[config.mk]
export PLATFORM = sky130hd
export DESIGN_NAME = dnc_write_interface
export DESIGN_NICKNAME = d
export VERILOG_FILES = /design/src/hw/dnc_write_pkg.sv /design/src/hw/dnc_write_fsm.sv /design/src/hw/dnc_write_counter.sv /design/src/hw/dnc_hidden_buffer.sv /design/src/hw/dnc_dot_mac.sv /design/src/hw/dnc_write_interface.sv
export SDC_FILE = /design/constraint.sdc
export NUM_CORES = 1
export LEC_CHECK = 0
export BUFFER_PORTS_ARGS = -buffer_cell sky130_fd_sc_hd__buf_2
export CELL_PAD_IN_SITES_DETAIL_PLACEMENT = 0
export CELL_PAD_IN_SITES_GLOBAL_PLACEMENT = 1
export CORE_AREA = 2 2 153 155
export CTS_BUF_LIST = sky130_fd_sc_hd__clkbuf_8
export DETAILED_ROUTE_END_ITERATION = 10
export DIE_AREA = 0 0 155 157
export PLACE_DENSITY = 0.83
export SYNTH_ARGS = -nofsm -noshare
export SYNTH_HDL_FRONTEND = slang
export SYNTH_SLANG_ARGS = --single-unit
[constraint.sdc]
create_clock -name CLK -period 9 [get_ports CLK]
set_clock_uncertainty 0.2 [all_clocks]
set_input_delay 1.8 -clock CLK [delete_from_list [all_inputs] [get_ports CLK]]
set_output_delay 1.8 -clock CLK [all_outputs]
set_load 0.02 [all_outputs]
[src/hw/dnc_write_pkg.sv]
package dnc_write_pkg;

  ////////////////////////////////////////////////////////////////////////////
  // Widths
  ////////////////////////////////////////////////////////////////////////////

  // One element of h, one weight, one result
  localparam int DATA_W = 16;

  // Element and row indices, so L and W are bounded to 256
  localparam int INDEX_W = 8;

  typedef logic [DATA_W-1:0]  data_t;
  typedef logic [INDEX_W-1:0] index_t;

  ////////////////////////////////////////////////////////////////////////////
  // Enums
  ////////////////////////////////////////////////////////////////////////////

  // Interface field a result belongs to, in production order
  typedef enum logic [2:0] {
    FIELD_KEY        = 3'd0,
    FIELD_ERASE      = 3'd1,
    FIELD_VECTOR     = 3'd2,
    FIELD_STRENGTH   = 3'd3,
    FIELD_ALLOC_GATE = 3'd4,
    FIELD_WRITE_GATE = 3'd5
  } field_t;

  // Controller states
  // One load state, six product states, one done state
  typedef enum logic [3:0] {
    ST_IDLE       = 4'd0,
    ST_LOAD_H     = 4'd1,
    ST_KEY        = 4'd2,
    ST_ERASE      = 4'd3,
    ST_VECTOR     = 4'd4,
    ST_STRENGTH   = 4'd5,
    ST_ALLOC_GATE = 4'd6,
    ST_WRITE_GATE = 4'd7,
    ST_DONE       = 4'd8
  } state_t;

  ////////////////////////////////////////////////////////////////////////////
  // Stream beats
  ////////////////////////////////////////////////////////////////////////////

  // Hidden-state and weight streams share this beat
  typedef struct packed {
    data_t data;
  } word_beat_t;

  // Result beat, tagged with field and row index
  typedef struct packed {
    field_t field;
    index_t index;
    data_t  data;
  } result_beat_t;

endpackage

[src/hw/dnc_write_fsm.sv]
`timescale 1ns/100ps

module dnc_write_fsm (
  input  logic                  CLK,
  input  logic                  RST,
  input  logic                  start,
  input  logic                  h_fire,
  input  logic                  beat_fire,
  input  logic                  res_fire,
  input  logic                  elem_last,
  input  logic                  row_last,
  input  logic                  res_pending,
  output dnc_write_pkg::state_t state,
  output dnc_write_pkg::field_t field,
  output logic                  h_ready,
  output logic                  mac_enable,
  output logic                  elem_advance,
  output logic                  row_advance,
  output logic                  busy,
  output logic                  done
);

  import dnc_write_pkg::*;

  state_t state_d;

  // Last write-gate beat taken, now draining the final result
  logic   tail_q;
  logic   product_st;
  logic   matrix_last;
  logic   drained;

  ////////////////////////////////////////////////////////////////////////////
  // Event decode
  ////////////////////////////////////////////////////////////////////////////

  // Any of the six product states
  assign product_st = (state inside {ST_KEY, ST_ERASE, ST_VECTOR,
                                     ST_STRENGTH, ST_ALLOC_GATE, ST_WRITE_GATE});

  // Last element of last row accepted
  assign matrix_last = beat_fire && elem_last && row_last;

  // Final result accepted
  assign drained = tail_q && res_fire;

  ////////////////////////////////////////////////////////////////////////////
  // Next state
  ////////////////////////////////////////////////////////////////////////////

  always_comb begin
    state_d = state;
    case (state)
      ST_IDLE:       if (start) state_d = ST_LOAD_H;
      ST_LOAD_H:     if (h_fire && elem_last) state_d = ST_KEY;
      // Product states move on the beat, not on the result
      ST_KEY:        if (matrix_last) state_d = ST_ERASE;
      ST_ERASE:      if (matrix_last) state_d = ST_VECTOR;
      ST_VECTOR:     if (matrix_last) state_d = ST_STRENGTH;
      ST_STRENGTH:   if (matrix_last) state_d = ST_ALLOC_GATE;
      ST_ALLOC_GATE: if (matrix_last) state_d = ST_WRITE_GATE;
      // Last field waits for its own result to leave
      ST_WRITE_GATE: if (drained) state_d = ST_DONE;
      ST_DONE:       state_d = ST_IDLE;
      default:       state_d = ST_IDLE;
    endcase
  end

  always_ff @(posedge CLK or posedge RST) begin
    if (RST) begin
      state  <= ST_IDLE;
      tail_q <= 1'b0;
    end else begin
      state <= state_d;
      if (state == ST_WRITE_GATE && matrix_last) begin
        tail_q <= 1'b1;
      end else if (state_d != ST_WRITE_GATE) begin
        tail_q <= 1'b0;
      end
    end
  end

  ////////////////////////////////////////////////////////////////////////////
  // Outputs
  ////////////////////////////////////////////////////////////////////////////

  // Field tag for the row being accumulated
  always_comb begin
    case (state)
      ST_ERASE:      field = FIELD_ERASE;
      ST_VECTOR:     field = FIELD_VECTOR;
      ST_STRENGTH:   field = FIELD_STRENGTH;
      ST_ALLOC_GATE: field = FIELD_ALLOC_GATE;
      ST_WRITE_GATE: field = FIELD_WRITE_GATE;
      default:       field = FIELD_KEY;
    endcase
  end

  assign h_ready    = (state == ST_LOAD_H);
  // No more weights once the last row is in
  assign mac_enable = product_st && !tail_q;
  assign busy       = (state != ST_IDLE);
  assign done       = (state == ST_DONE);

  // Counter steps
  assign elem_advance = h_fire || beat_fire;
  assign row_advance  = beat_fire && elem_last;

  // Done only once the last result has left the data path
  a_done_drained : assert property (@(posedge CLK) disable iff (RST)
    done |-> !res_pending);

endmodule

[src/hw/dnc_write_counter.sv]
`timescale 1ns/100ps

module dnc_write_counter #(
  parameter int L_SIZE = 4,
  parameter int W_SIZE = 3
) (
  input  logic                  CLK,
  input  logic                  RST,
  input  logic                  elem_advance,
  input  logic                  row_advance,
  input  logic                  rows_scalar,
  output dnc_write_pkg::index_t elem_idx,
  output dnc_write_pkg::index_t row_idx,
  output logic                  elem_last,
  output logic                  row_last
);

  import dnc_write_pkg::*;

  ////////////////////////////////////////////////////////////////////////////
  // Last flags
  ////////////////////////////////////////////////////////////////////////////

  assign elem_last = (elem_idx == index_t'(L_SIZE - 1));

  // Scalar fields have a single row
  assign row_last = rows_scalar || (row_idx == index_t'(W_SIZE - 1));

  ////////////////////////////////////////////////////////////////////////////
  // Counters
  ////////////////////////////////////////////////////////////////////////////

  // Element l within a row, or within the h load
  always_ff @(posedge CLK or posedge RST) begin
    if (RST) begin
      elem_idx <= '0;
    end else if (elem_advance) begin
      elem_idx <= elem_last ? '0 : elem_idx + 1'b1;
    end
  end

  // Row k within a field
  always_ff @(posedge CLK or posedge RST) begin
    if (RST) begin
      row_idx <= '0;
    end else if (row_advance) begin
      row_idx <= row_last ? '0 : row_idx + 1'b1;
    end
  end

  // Buffer reads depend on this bound
  a_elem_range : assert property (@(posedge CLK) disable iff (RST)
    elem_idx < index_t'(L_SIZE));

endmodule

[src/hw/dnc_hidden_buffer.sv]
`timescale 1ns/100ps

module dnc_hidden_buffer #(
  parameter int L_SIZE = 4
) (
  input  logic                  CLK,
  input  logic                  RST,
  input  logic                  wr_en,
  input  dnc_write_pkg::index_t wr_idx,
  input  dnc_write_pkg::data_t  wr_data,
  input  dnc_write_pkg::index_t rd_idx,
  output dnc_write_pkg::data_t  rd_data
);

  import dnc_write_pkg::*;

  // h[0] .. h[L-1], read six times per run
  data_t mem [L_SIZE];

  ////////////////////////////////////////////////////////////////////////////
  // Write port
  ////////////////////////////////////////////////////////////////////////////

  always_ff @(posedge CLK or posedge RST) begin
    if (RST) begin
      for (int i = 0; i < L_SIZE; i++) begin
        mem[i] <= '0;
      end
    end else if (wr_en) begin
      // Decode wr_idx against each entry
      for (int i = 0; i < L_SIZE; i++) begin
        if (wr_idx == index_t'(i)) begin
          mem[i] <= wr_data;
        end
      end
    end
  end

  ////////////////////////////////////////////////////////////////////////////
  // Read port
  ////////////////////////////////////////////////////////////////////////////

  // Combinational mux, zero when out of range
  always_comb begin
    rd_data = '0;
    for (int i = 0; i < L_SIZE; i++) begin
      if (rd_idx == index_t'(i)) begin
        rd_data = mem[i];
      end
    end
  end

endmodule

[src/hw/dnc_dot_mac.sv]
`timescale 1ns/100ps

module dnc_dot_mac (
  input  logic                        CLK,
  input  logic                        RST,
  input  logic                        enable,
  input  logic                        w_valid,
  input  dnc_write_pkg::word_beat_t   w_beat,
  output logic                        w_ready,
  input  dnc_write_pkg::data_t        h_elem,
  input  logic                        row_end,
  input  dnc_write_pkg::field_t       tag_field,
  input  dnc_write_pkg::index_t       tag_index,
  output logic                        beat_fire,
  output logic                        res_valid,
  input  logic                        res_ready,
  output dnc_write_pkg::result_beat_t res_beat,
  output logic                        res_fire
);

  import dnc_write_pkg::*;

  // Running row sum
  data_t acc;
  // Product truncated to DATA_W bits
  data_t prod;
  data_t sum;

  ////////////////////////////////////////////////////////////////////////////
  // Handshakes
  ////////////////////////////////////////////////////////////////////////////

  // Weights only when the result register is free or emptying
  assign w_ready   = enable && (!res_valid || res_ready);
  assign beat_fire = w_valid && w_ready;
  assign res_fire  = res_valid && res_ready;

  ////////////////////////////////////////////////////////////////////////////
  // Arithmetic, modulo 2^DATA_W
  ////////////////////////////////////////////////////////////////////////////

  assign prod = data_t'(w_beat.data * h_elem);
  assign sum  = acc + prod;

  // Cleared at row end so the next row starts from zero
  always_ff @(posedge CLK or posedge RST) begin
    if (RST) begin
      acc <= '0;
    end else if (beat_fire) begin
      acc <= row_end ? '0 : sum;
    end
  end

  ////////////////////////////////////////////////////////////////////////////
  // Result register
  ////////////////////////////////////////////////////////////////////////////

  always_ff @(posedge CLK or posedge RST) begin
    if (RST) begin
      res_valid <= 1'b0;
    end else if (beat_fire && row_end) begin
      // Load wins over a same-cycle accept
      res_valid <= 1'b1;
    end else if (res_fire) begin
      res_valid <= 1'b0;
    end
  end

  always_ff @(posedge CLK) begin
    if (beat_fire && row_end) begin
      res_beat.field <= tag_field;
      res_beat.index <= tag_index;
      res_beat.data  <= sum;
    end
  end

  // Held result is not lost or changed under back-pressure
  a_res_stable : assert property (@(posedge CLK) disable iff (RST)
    res_valid && !res_ready |=> res_valid && $stable(res_beat));

endmodule

[src/hw/dnc_write_interface.sv]
`timescale 1ns/100ps

module dnc_write_interface #(
  parameter int L_SIZE = 4,
  parameter int W_SIZE = 3
) (
  input  logic                        CLK,
  input  logic                        RST,

  // Control
  input  logic                        start,
  output logic                        busy,
  output logic                        done,

  // Hidden-state stream
  input  logic                        h_valid,
  output logic                        h_ready,
  input  dnc_write_pkg::word_beat_t   h_beat,

  // Weight stream
  input  logic                        w_valid,
  output logic                        w_ready,
  input  dnc_write_pkg::word_beat_t   w_beat,

  // Result stream
  output logic                        res_valid,
  input  logic                        res_ready,
  output dnc_write_pkg::result_beat_t res_beat
);

  import dnc_write_pkg::*;

  state_t state;
  field_t field;
  index_t elem_idx;
  index_t row_idx;
  data_t  h_elem;
  logic   h_fire;
  logic   beat_fire;
  logic   res_fire;
  logic   elem_last;
  logic   row_last;
  logic   mac_enable;
  logic   elem_advance;
  logic   row_advance;
  logic   rows_scalar;

  // Stream glue
  assign h_fire      = h_valid && h_ready;
  // Strength and both gates are one-row products
  assign rows_scalar = (state inside {ST_STRENGTH, ST_ALLOC_GATE, ST_WRITE_GATE});

  ////////////////////////////////////////////////////////////////////////////
  // Control
  ////////////////////////////////////////////////////////////////////////////

  dnc_write_fsm i_dnc_write_fsm (
    .CLK          (CLK),
    .RST          (RST),
    .start        (start),
    .h_fire       (h_fire),
    .beat_fire    (beat_fire),
    .res_fire     (res_fire),
    .elem_last    (elem_last),
    .row_last     (row_last),
    .res_pending  (res_valid),
    .state        (state),
    .field        (field),
    .h_ready      (h_ready),
    .mac_enable   (mac_enable),
    .elem_advance (elem_advance),
    .row_advance  (row_advance),
    .busy         (busy),
    .done         (done)
  );

  dnc_write_counter #(
    .L_SIZE (L_SIZE),
    .W_SIZE (W_SIZE)
  ) i_dnc_write_counter (
    .CLK          (CLK),
    .RST          (RST),
    .elem_advance (elem_advance),
    .row_advance  (row_advance),
    .rows_scalar  (rows_scalar),
    .elem_idx     (elem_idx),
    .row_idx      (row_idx),
    .elem_last    (elem_last),
    .row_last     (row_last)
  );

  ////////////////////////////////////////////////////////////////////////////
  // Data path
  ////////////////////////////////////////////////////////////////////////////

  // Same element index writes h on load and reads it per weight beat
  dnc_hidden_buffer #(
    .L_SIZE (L_SIZE)
  ) i_dnc_hidden_buffer (
    .CLK     (CLK),
    .RST     (RST),
    .wr_en   (h_fire),
    .wr_idx  (elem_idx),
    .wr_data (h_beat.data),
    .rd_idx  (elem_idx),
    .rd_data (h_elem)
  );

  dnc_dot_mac i_dnc_dot_mac (
    .CLK       (CLK),
    .RST       (RST),
    .enable    (mac_enable),
    .w_valid   (w_valid),
    .w_beat    (w_beat),
    .w_ready   (w_ready),
    .h_elem    (h_elem),
    .row_end   (elem_last),
    .tag_field (field),
    .tag_index (row_idx),
    .beat_fire (beat_fire),
    .res_valid (res_valid),
    .res_ready (res_ready),
    .res_beat  (res_beat),
    .res_fire  (res_fire)
  );

endmodule

==> results of run 1 <==
[state kept, by name, indices dropped and copies added, names as in the netlist]
name,cells
i_dnc_dot_mac.acc,16
i_dnc_dot_mac.res_beat,27
i_dnc_dot_mac.res_valid,1
i_dnc_hidden_buffer.mem,64
i_dnc_write_counter.elem_idx,8
i_dnc_write_counter.row_idx,8
i_dnc_write_fsm.state,4
i_dnc_write_fsm.tail_q,1
[layout by cell type (no fill, tap or decap), drive strengths merged, types with 3 or more instances in the layout]
master	n
a211oi	5
a21o	3
a21oi	23
a221o	5
a22o	16
and2	57
and3	5
buf	74
clkbuf	19
clkinv	5
dfrtp	102
edfxtp	27
fa	94
ha	58
inv	180
mux2	64
nand2	121
nand2b	12
nand3	9
nand3b	10
nand4	7
nor2	24
nor2b	5
nor3	6
o2111a	4
o211ai	4
o21ai	27
o21bai	4
or3	3
xnor2	30
xnor3	4
xor2	10
[stage by stage]
step / cells / utilization [%]
after floorplan: 976 / -
after global placement: 1298 / 47.4
after detailed placement: 1298 / 47.4
after CTS: 1330 / 49.0
after global routing: 1330 / 49.0
final: 1330 / 49.0
[cells by family (layout without fill, tap and decap cells)]
kind of cell / Yosys count / after routing / synth area share (%)
DFF: 129 / 129 / 33.3
muxes: 64 / 64 / 7.14
buffers and inverters: 212 / 281 / 8.14
adders and majority gates: 152 / 152 / 25.8
xor gates and xnor gates: 44 / 44 / 4.44
AOI/OAI and AO/OA: 104 / 104 / 7.59
and+or+nand+nor: 271 / 271 / 13.5
[area by class of cell]
class / count / area share [%]
inverter: 175 / 5.97
tap: 285 / 3.23
clock buffer: 19 / 2.37
timing repair buffer: 74 / 3.47
multi-input combinational: 635 / 53.5
clock inverter: 13 / 0.998
sequential: 129 / 30.5
[critical path, cell delays in order (launching register included)]
cell	delay, ps
dfrtp_1	420
inv_1	110
ha_1	880
nand2_1	110
o21ai_0	110
o211ai_1	100
a21oi_1	740
nand2_1	180
fa_1	580
fa_1	430
fa_1	510
inv_1	50
fa_1	520
inv_1	50
fa_1	440
fa_1	400
xnor2_1	150
xnor2_1	200
xnor2_1	180
xnor2_1	160
xnor2_1	160
xnor3_1	340
xnor3_1	190
xnor2_1	150
a22o_1	180
[routing by layer]
metal | GRT usage, % | wire length (µm) | up-vias
met1 | 26.1 | 10100 | 3420
met3 | 2.97 | 1060 | 27
met5 | 0 | 0 | -
met2 | 32.5 | 10800 | 144
li1 | - | - | 3251
met4 | 6.17 | 420 | 0
[how the worst max path moves through the flow]
stage | endpoint | slack (ps) | cells after the start
2_1_floorplan | i_dnc_dot_mac.acc[15] | 2090 | 19
5_1_grt | i_dnc_dot_mac.acc[15] | 820 | 23
3_3_place_gp | i_dnc_dot_mac.acc[15] | 1490 | 23
3_5_place_dp | i_dnc_dot_mac.acc[15] | 1340 | 24
6_report | i_dnc_dot_mac.acc[15] | 1330 | 24
4_1_cts | i_dnc_dot_mac.acc[15] | 1310 | 24
==> reports/qor.yml, run 1 <==
critical_path:
  worstPathRequired_ps: 9120
  r2r_start: "i_dnc_write_counter.elem_idx[1]"
  critPathMaxFanout: 33
  path_class: "reg -> reg"
  startpoint: "i_dnc_write_counter.elem_idx[1]"
  crit_arrival_ps: 7790
  reg2reg_to: "i_dnc_dot_mac.acc[15]"
  cp-start-kind: "register"
  cp-end-kind: "register"
  reg2reg_slack_ps: 1330
  reg2reg_depth: 24
placed_design:
  place_hpwl_um: 16700
  finalWeightedCongestion: 0.833
  port_buffers: 69
  post_dp_cell_area_mm2: 0.0107
  pre_cts_slack_ps: 1340
sta:
  grt_setup_unrepaired: "false"
  max_freq_ghz: 0.130
  finalCriticalPeriod_ps: 7670
  finalCritPeriodShare_pct: 85.2
  slew_viol_final: 0
  hold_violations: 0
  slew_headroom_pct: 27.9
  hold-worst-slack_ps: 281
  worstMarginPinSlew_ps: 1080
  finalSetupViolations: 0
  fin_ws_ps: 1330
  fin_tns_setup_ps: 0
synth:
  synth_common_cells: "inv_1 (173), nand2_1 (120), dfrtp_1 (102)"
  synthTopCellsByArea: "dfrtp_1 (25%), fa_1 (19%), edfxtp_1 (8.0%), ha_1 (7.2%), mux2_2 (7.1%)"
  syn_inst: 976
  async_flop_share_pct: 79.1
  syn_area_per_cell_um2: 10.3
  synth_top_area_share_pct: 25.3
  ys_seq_elements: 129
  yosysMostFrequentCell: "inv_1"
  ys_types: 59
  synth_edf_count: 27
  yosys_warnings: 0
  synthFlopType: "dfrtp_1"
  yosysTopAreaCell: "dfrtp_1"
  ys_seq_area_share_pct: 33.3
  mappedNetlistArea_mm2: 0.0101
  syn_nets: 1166
clock_network:
  clk_pin_slew_ps: 80
  cts.htree.levels: 4
  ctsResizeCount: 0
  cts_tree: "built"
  clk_latency_ps: 430
  cts_max_path_buffers: 2
  hold_buffers: 0
  cts_buffers: 17
  root_buffer: "clkbuf_8"
  postCtsSetupRepairBufs: 0
  cts_sinks: 129
final_layout:
  antennaDiodeCount: 0
  multi_input_area_mm2: 0.00590
  drive_gt1_share_pct: 17.7
  n_fill_cell: 2058
  fin_nets: 1222
  fin_area_mm2: 0.0110
  syn_to_final_growth_pct: 9.41
  ff_latch_area_mm2: 0.00336
floorplanning:
  die_w_um: 155
  coreArea_mm2: 0.0225
  initial_utilization_pct: 44.8
  die-area_mm2: 0.0243
  ios: 70
  rows: 55
  die_h_um: 157
drt:
  wl_um: 22400
  vias: 6842
  ant_nets: 0
  drc_errors: 0
  firstDrtPassIters: 4
  route.detailed.vias_per_inst: 5.14
  wl_per_cell_um: 16.8
  drtIter0Drc: 304
global_routing:
  overflow: 0
  grt_pass1_vias: 7143
  grt_max_degree: 54
  grt_pass1_wl_um: 37000
  track_usage_pct: 19.4
  antenna_found_initial: 0
worst_hold_path:
  worstHoldStart: "i_dnc_write_counter.elem_idx[7]"
  worst_hold_path.endpoint: "i_dnc_write_counter.elem_idx[7]"
  hold_path_class: "reg -> reg"
  worstHoldPathCells: 1
status:
  outcome: "finished, final reports clean"
job:
  maxCapViolCount: 0
Power of run 1 is left out: the tool's default activity adds up to more than one toggle a clock period on the data nets, which glitch-free logic cannot reach.
==> run 2, diff against run 1 <==
--- a/config.mk
+++ b/config.mk
@@ -6,13 +6,11 @@
 export NUM_CORES = 1
 export LEC_CHECK = 0
 export BUFFER_PORTS_ARGS = -buffer_cell sky130_fd_sc_hd__buf_2
-export CELL_PAD_IN_SITES_DETAIL_PLACEMENT = 0
-export CELL_PAD_IN_SITES_GLOBAL_PLACEMENT = 1
-export CORE_AREA = 2 2 153 155
+export CORE_AREA = 2 2 139 141
 export CTS_BUF_LIST = sky130_fd_sc_hd__clkbuf_8
 export DETAILED_ROUTE_END_ITERATION = 10
-export DIE_AREA = 0 0 155 157
-export PLACE_DENSITY = 0.83
+export DIE_AREA = 0 0 141 143
+export PLACE_DENSITY = 0.81
 export SYNTH_ARGS = -nofsm -noshare
 export SYNTH_HDL_FRONTEND = slang
 export SYNTH_SLANG_ARGS = --single-unit
==> reports/qor.yml, run 2 (same netlist as run 1, synthesis figures left out) <==
critical_path:
  critPathTopFamily: "adder cells"
  critPathMaxFanout: 17
  crit_arrival_ps: 7500
  worstPathRequired_ps: 9150
  path_class: "reg -> reg"
  cp_slowest_cell: "ha_1"
  crit_buf_inv: 3
  cp-start-kind: "register"
  crit_chain: "inv_1, ha_1, nand3b_1, a221o_1, a21oi_1, nand2_1, fa_1, fa_1, fa_1, inv_1, fa_1, inv_1, fa_1, fa_1, xnor2_1, xnor2_1, xnor2_1, xnor2_1, xnor2_1, xnor3_1, xnor3_1, xnor2_1, a22o_1"
  critPathMaxStageDelay_ps: 580
  cp-end-kind: "register"
floorplanning:
  die-area_mm2: 0.0202
  die_w_um: 141
  ios: 70
  coreArea_mm2: 0.0186
  rows: 50
  initial_utilization_pct: 54.3
  die_h_um: 143
clock_network:
  clk_pin_slew_ps: 90
  clk_latency_ps: 460
  ctsResizeCount: 0
  cts_sinks: 129
  hold_buffers: 0
  root_buffer: "clkbuf_8"
  cts_max_path_buffers: 2
  cts_tree: "built"
  postCtsSetupRepairBufs: 0
  cts.htree.levels: 4
  cts_buffers: 17
sta:
  max_freq_ghz: 0.136
  finalCritPeriodShare_pct: 81.6
  slew_viol_final: 0
  worstMarginPinSlew_ps: 992
  finalCriticalPeriod_ps: 7350
  hold-worst-slack_ps: 292
  finalSetupViolations: 0
  grt_setup_unrepaired: "false"
  slew_headroom_pct: 33.9
  fin_tns_setup_ps: 0
  hold_violations: 0
placed_design:
  port_buffers: 69
  finalWeightedCongestion: 0.889
  place_hpwl_um: 16400
drt:
  firstDrtPassIters: 5
  wl_um: 22000
  drtIter0Drc: 423
  route.detailed.vias_per_inst: 5.53
  drc_errors: 0
  wl_per_cell_um: 17.2
  ant_nets: 0
  vias: 7080
final_layout:
  largest_reg_flops: 64
  fin_nets: 1224
  n_fill_cell: 1498
  fin_util_pct: 59.8
  mostFrequentLayoutCells: "inv_1 (173), nand2_1 (120), dfrtp_1 (102)"
  drive_gt1_share_pct: 17.9
  top_register: "i_dnc_hidden_buffer.mem"
  syn_to_final_growth_pct: 10.1
  final_common_cell: "inv_1"
  reg.largest.list: "i_dnc_hidden_buffer.mem: 64 flops, i_dnc_dot_mac.res_beat: 27 flops, i_dnc_dot_mac.acc: 16 flops"
  antennaDiodeCount: 0
global_routing:
  grt_pass1_wl_um: 36700
  track_usage_pct: 23.5
  grt_max_degree: 79
  antenna_found_initial: 0
  grt_pass1_vias: 7246
  overflow: 0
job:
  maxCapViolCount: 0
worst_hold_path:
  hold_path_class: "reg -> reg"
status:
  outcome: "finished, final reports clean"
## run 2: cell count changes in the layout (fill, tap and decap cells not counted)
cell and change:
clkinv_2 -4, clkinv_4 +1, bufinv_16 +5, buf_4 +2
inv_8 +1, inv_4 -1, clkbuf_8 -2, inv_6 +1
clkinvlp_4 -1
## run 2: final timing paths
kind                                            startpoint                              end  slack [ps]  cells after the start
setup / recovery           i_dnc_write_counter.elem_idx[0]            i_dnc_dot_mac.acc[15]        1650                     23
hold / removal             i_dnc_write_counter.elem_idx[7]  i_dnc_write_counter.elem_idx[7]         290                      1
setup reg to reg           i_dnc_write_counter.elem_idx[0]            i_dnc_dot_mac.acc[15]        1650                     23
hold reg to reg            i_dnc_write_counter.elem_idx[7]  i_dnc_write_counter.elem_idx[7]         290                      1
max in group asynchronous                              RST  i_dnc_write_counter.elem_idx[0]        6190                      3
min in group asynchronous                              RST           i_dnc_write_fsm.tail_q        1100                      2
## run 2: final cells by class
class,count,area [µm²],area share [%]
Clock buffer,17,234,2.11
Clock inverter,15,255,2.30
Tap cell,234,293,2.64
Timing Repair Buffer,76,398,3.58
Multi-Input combinational cell,635,5900,53.2
Inverter,175,659,5.94
Sequential cell,129,3360,30.3
## run 2: worst reg2reg max path: cells and delay by family, from the launching register on
kind	cells	cell delay (ps)
fa+ha+maj	7	3500
xor+xnor	8	1550
compound gates	3	1060
flops	1	410
simple gates	2	310
buf+inv	3	250
## run 2: metrics by stage
stage,cell area [µm²],instances,worst slack (ps)
2_1_floorplan,10100,976,2090
3_3_place_gp,10600,1249,1830
3_5_place_dp,10600,1249,1680
4_1_cts,11100,1281,1660
5_1_grt,11100,1281,1240
6_report,11100,1281,1650
## run 2: metal layers
| layer | wire length [µm] | global-route usage, % |
|---|---|---|
| met1 | 9660 | 31.8 |
| met2 | 10700 | 38.7 |
| met3 | 1290 | 4.02 |
| met4 | 417 | 7.74 |
| met5 | 0 | 0 |
Power of run 2 is left out for the same reason.
==> run 3, diff against run 2 <==
--- a/config.mk
+++ b/config.mk
@@ -10,7 +10,7 @@
 export CTS_BUF_LIST = sky130_fd_sc_hd__clkbuf_8
 export DETAILED_ROUTE_END_ITERATION = 10
 export DIE_AREA = 0 0 141 143
-export PLACE_DENSITY = 0.81
+export PLACE_DENSITY = 0.84
 export SYNTH_ARGS = -nofsm -noshare
 export SYNTH_HDL_FRONTEND = slang
 export SYNTH_SLANG_ARGS = --single-unit
==> constraint.sdc (replaced) <==
create_clock -name CLK -period 6.6 [get_ports CLK]
set_clock_uncertainty 0.2 [all_clocks]
set_input_delay 1.32 -clock CLK [delete_from_list [all_inputs] [get_ports CLK]]
set_output_delay 1.32 -clock CLK [all_outputs]
set_load 0.02 [all_outputs]
==> reports/qor.yml, run 3 (same netlist as run 1, synthesis figures left out) <==
global_routing:
  grt_pass1_wl_um: 38900
  grt_max_degree: 78
  track_usage_pct: 24.8
  antenna_found_initial: 0
  grt_pass1_vias: 7784
  overflow: 0
sta:
  hold_violations: 0
  slew_headroom_pct: 35.7
  finalSetupViolations: 0
  worstMarginPinSlew_ps: 963
  max_freq_ghz: 0.152
  fin_tns_setup_ps: 0
  finalCriticalPeriod_ps: 6600
  slew_viol_final: 0
  grt_setup_unrepaired: "true"
  finalCritPeriodShare_pct: 100
critical_path:
  cp-end-kind: "register"
  worstPathRequired_ps: 6730
  cp-start-kind: "register"
  critPathMaxFanout: 8
  crit_arrival_ps: 6730
  path_class: "reg -> reg"
worst_hold_path:
  hold_path_class: "reg -> reg"
final_layout:
  mostFrequentLayoutCells: "inv_1 (166), nand2_1 (117), dfrtp_1 (102)"
  fin_nets: 1281
  largest_reg_flops: 64
  reg.largest.list: "i_dnc_hidden_buffer.mem: 64 flops, i_dnc_dot_mac.res_beat: 27 flops, i_dnc_dot_mac.acc: 16 flops"
  syn_to_final_growth_pct: 16.0
  final_common_cell: "inv_1"
  drive_gt1_share_pct: 25.3
  top_register: "i_dnc_hidden_buffer.mem"
  fin_util_pct: 63.0
  antennaDiodeCount: 0
  n_fill_cell: 1392
drt:
  ant_nets: 0
  wl_um: 23700
  vias: 7300
  drtIter0Drc: 534
  route.detailed.vias_per_inst: 5.46
  drc_errors: 0
  firstDrtPassIters: 5
  wl_per_cell_um: 17.7
floorplanning:
  die-area_mm2: 0.0202
  ios: 70
  die_w_um: 141
  coreArea_mm2: 0.0186
  die_h_um: 143
  initial_utilization_pct: 54.3
  rows: 50
clock_network:
  cts_buffers: 17
  cts_max_path_buffers: 2
  clk_latency_ps: 460
  cts_tree: "built"
  cts.htree.levels: 4
  cts_sinks: 129
  clk_pin_slew_ps: 80
  root_buffer: "clkbuf_8"
placed_design:
  place_hpwl_um: 17700
  port_buffers: 69
  finalWeightedCongestion: 0.956
job:
  maxCapViolCount: 0
status:
  outcome: "finished, final reports clean"
## run 3: cell types whose count changed in the layout (fill, tap and decap cells not counted), sizes merged
cell / previous run / this run
clkinv: 2 / 5
buf: 76 / 133
bufinv: 6 / 3
## run 3: final timing paths
path | from | slack (ps) | endpoint | depth (start not counted)
setup / recovery | i_dnc_write_counter.elem_idx[0] | 1 | i_dnc_dot_mac.acc[15] | 25
max in group asynchronous | RST | 4270 | i_dnc_dot_mac.acc[15] | 3
hold reg to reg | i_dnc_write_counter.elem_idx[7] | 290 | i_dnc_write_counter.elem_idx[7] | 1
hold / removal | i_dnc_write_counter.elem_idx[7] | 290 | i_dnc_write_counter.elem_idx[7] | 1
min in group asynchronous | RST | 640 | i_dnc_write_counter.row_idx[4] | 2
setup reg to reg | i_dnc_write_counter.elem_idx[0] | 1 | i_dnc_dot_mac.acc[15] | 25
## run 3: area by class of cell
| cell class | count | area (µm²) | area share [%] |
|---|---|---|---|
| multi-input cells | 635 | 6080 | 52.0 |
| clock inverters | 15 | 179 | 1.53 |
| well taps | 234 | 293 | 2.50 |
| repair buffers | 133 | 890 | 7.60 |
| flip-flops and latches | 129 | 3360 | 28.7 |
| inverters | 175 | 662 | 5.66 |
| clock buffers | 17 | 234 | 2.00 |
## run 3: stage by stage
stage	setup WS [ps]	std cells	cell area (µm²)	hold slack, ps
after detailed placement	-168	1293	11000	271
after global placement	11.0	1293	11000	266
final	1.00	1338	11700	287
after floorplan	13.2	976	10100	246
after CTS	9.98	1326	11500	284
after global routing	-263	1338	11700	314
## run 3: per-layer routing
metal | wire (µm) | GRT usage, % | part of all wire (%) | vias to the layer above
li1 | - | - | - | 3363
met1 | 10100 | 32.7 | 42 | 3642
met2 | 11800 | 41.4 | 50 | 244
met3 | 1240 | 3.86 | 5.2 | 51
met4 | 599 | 10.2 | 2.5 | 0
met5 | 0 | 0 | 0 | -
## run 3: critical path, stage by stage, from the launching register on
cell and delay, ps:
dfrtp_1 390, buf_6 130, ha_4 190, buf_4 140, buf_4 140, a211oi_1 270, o21ai_1 130, o2111a_2 200
nand2_1 100, fa_1 440, fa_1 500, inv_1 50, fa_1 480, fa_1 570, inv_2 40, fa_1 480
fa_2 410, xnor2_2 140, xnor2_1 200, xnor2_1 160, xnor2_1 150, xnor2_1 150, xnor3_1 240, xnor3_1 220
xnor2_2 150, a22o_1 180
## run 3: what timing repair did
action / CTS / global route
hold buffers: 0 / 0
hold endpoints to repair: 0 / 0
resized for setup: 12 / 43
setup endpoints to repair: 4 / 8
buffers inserted: 1 / 12
pin swaps: 9 / 38
Power of run 3 is left out for the same reason.
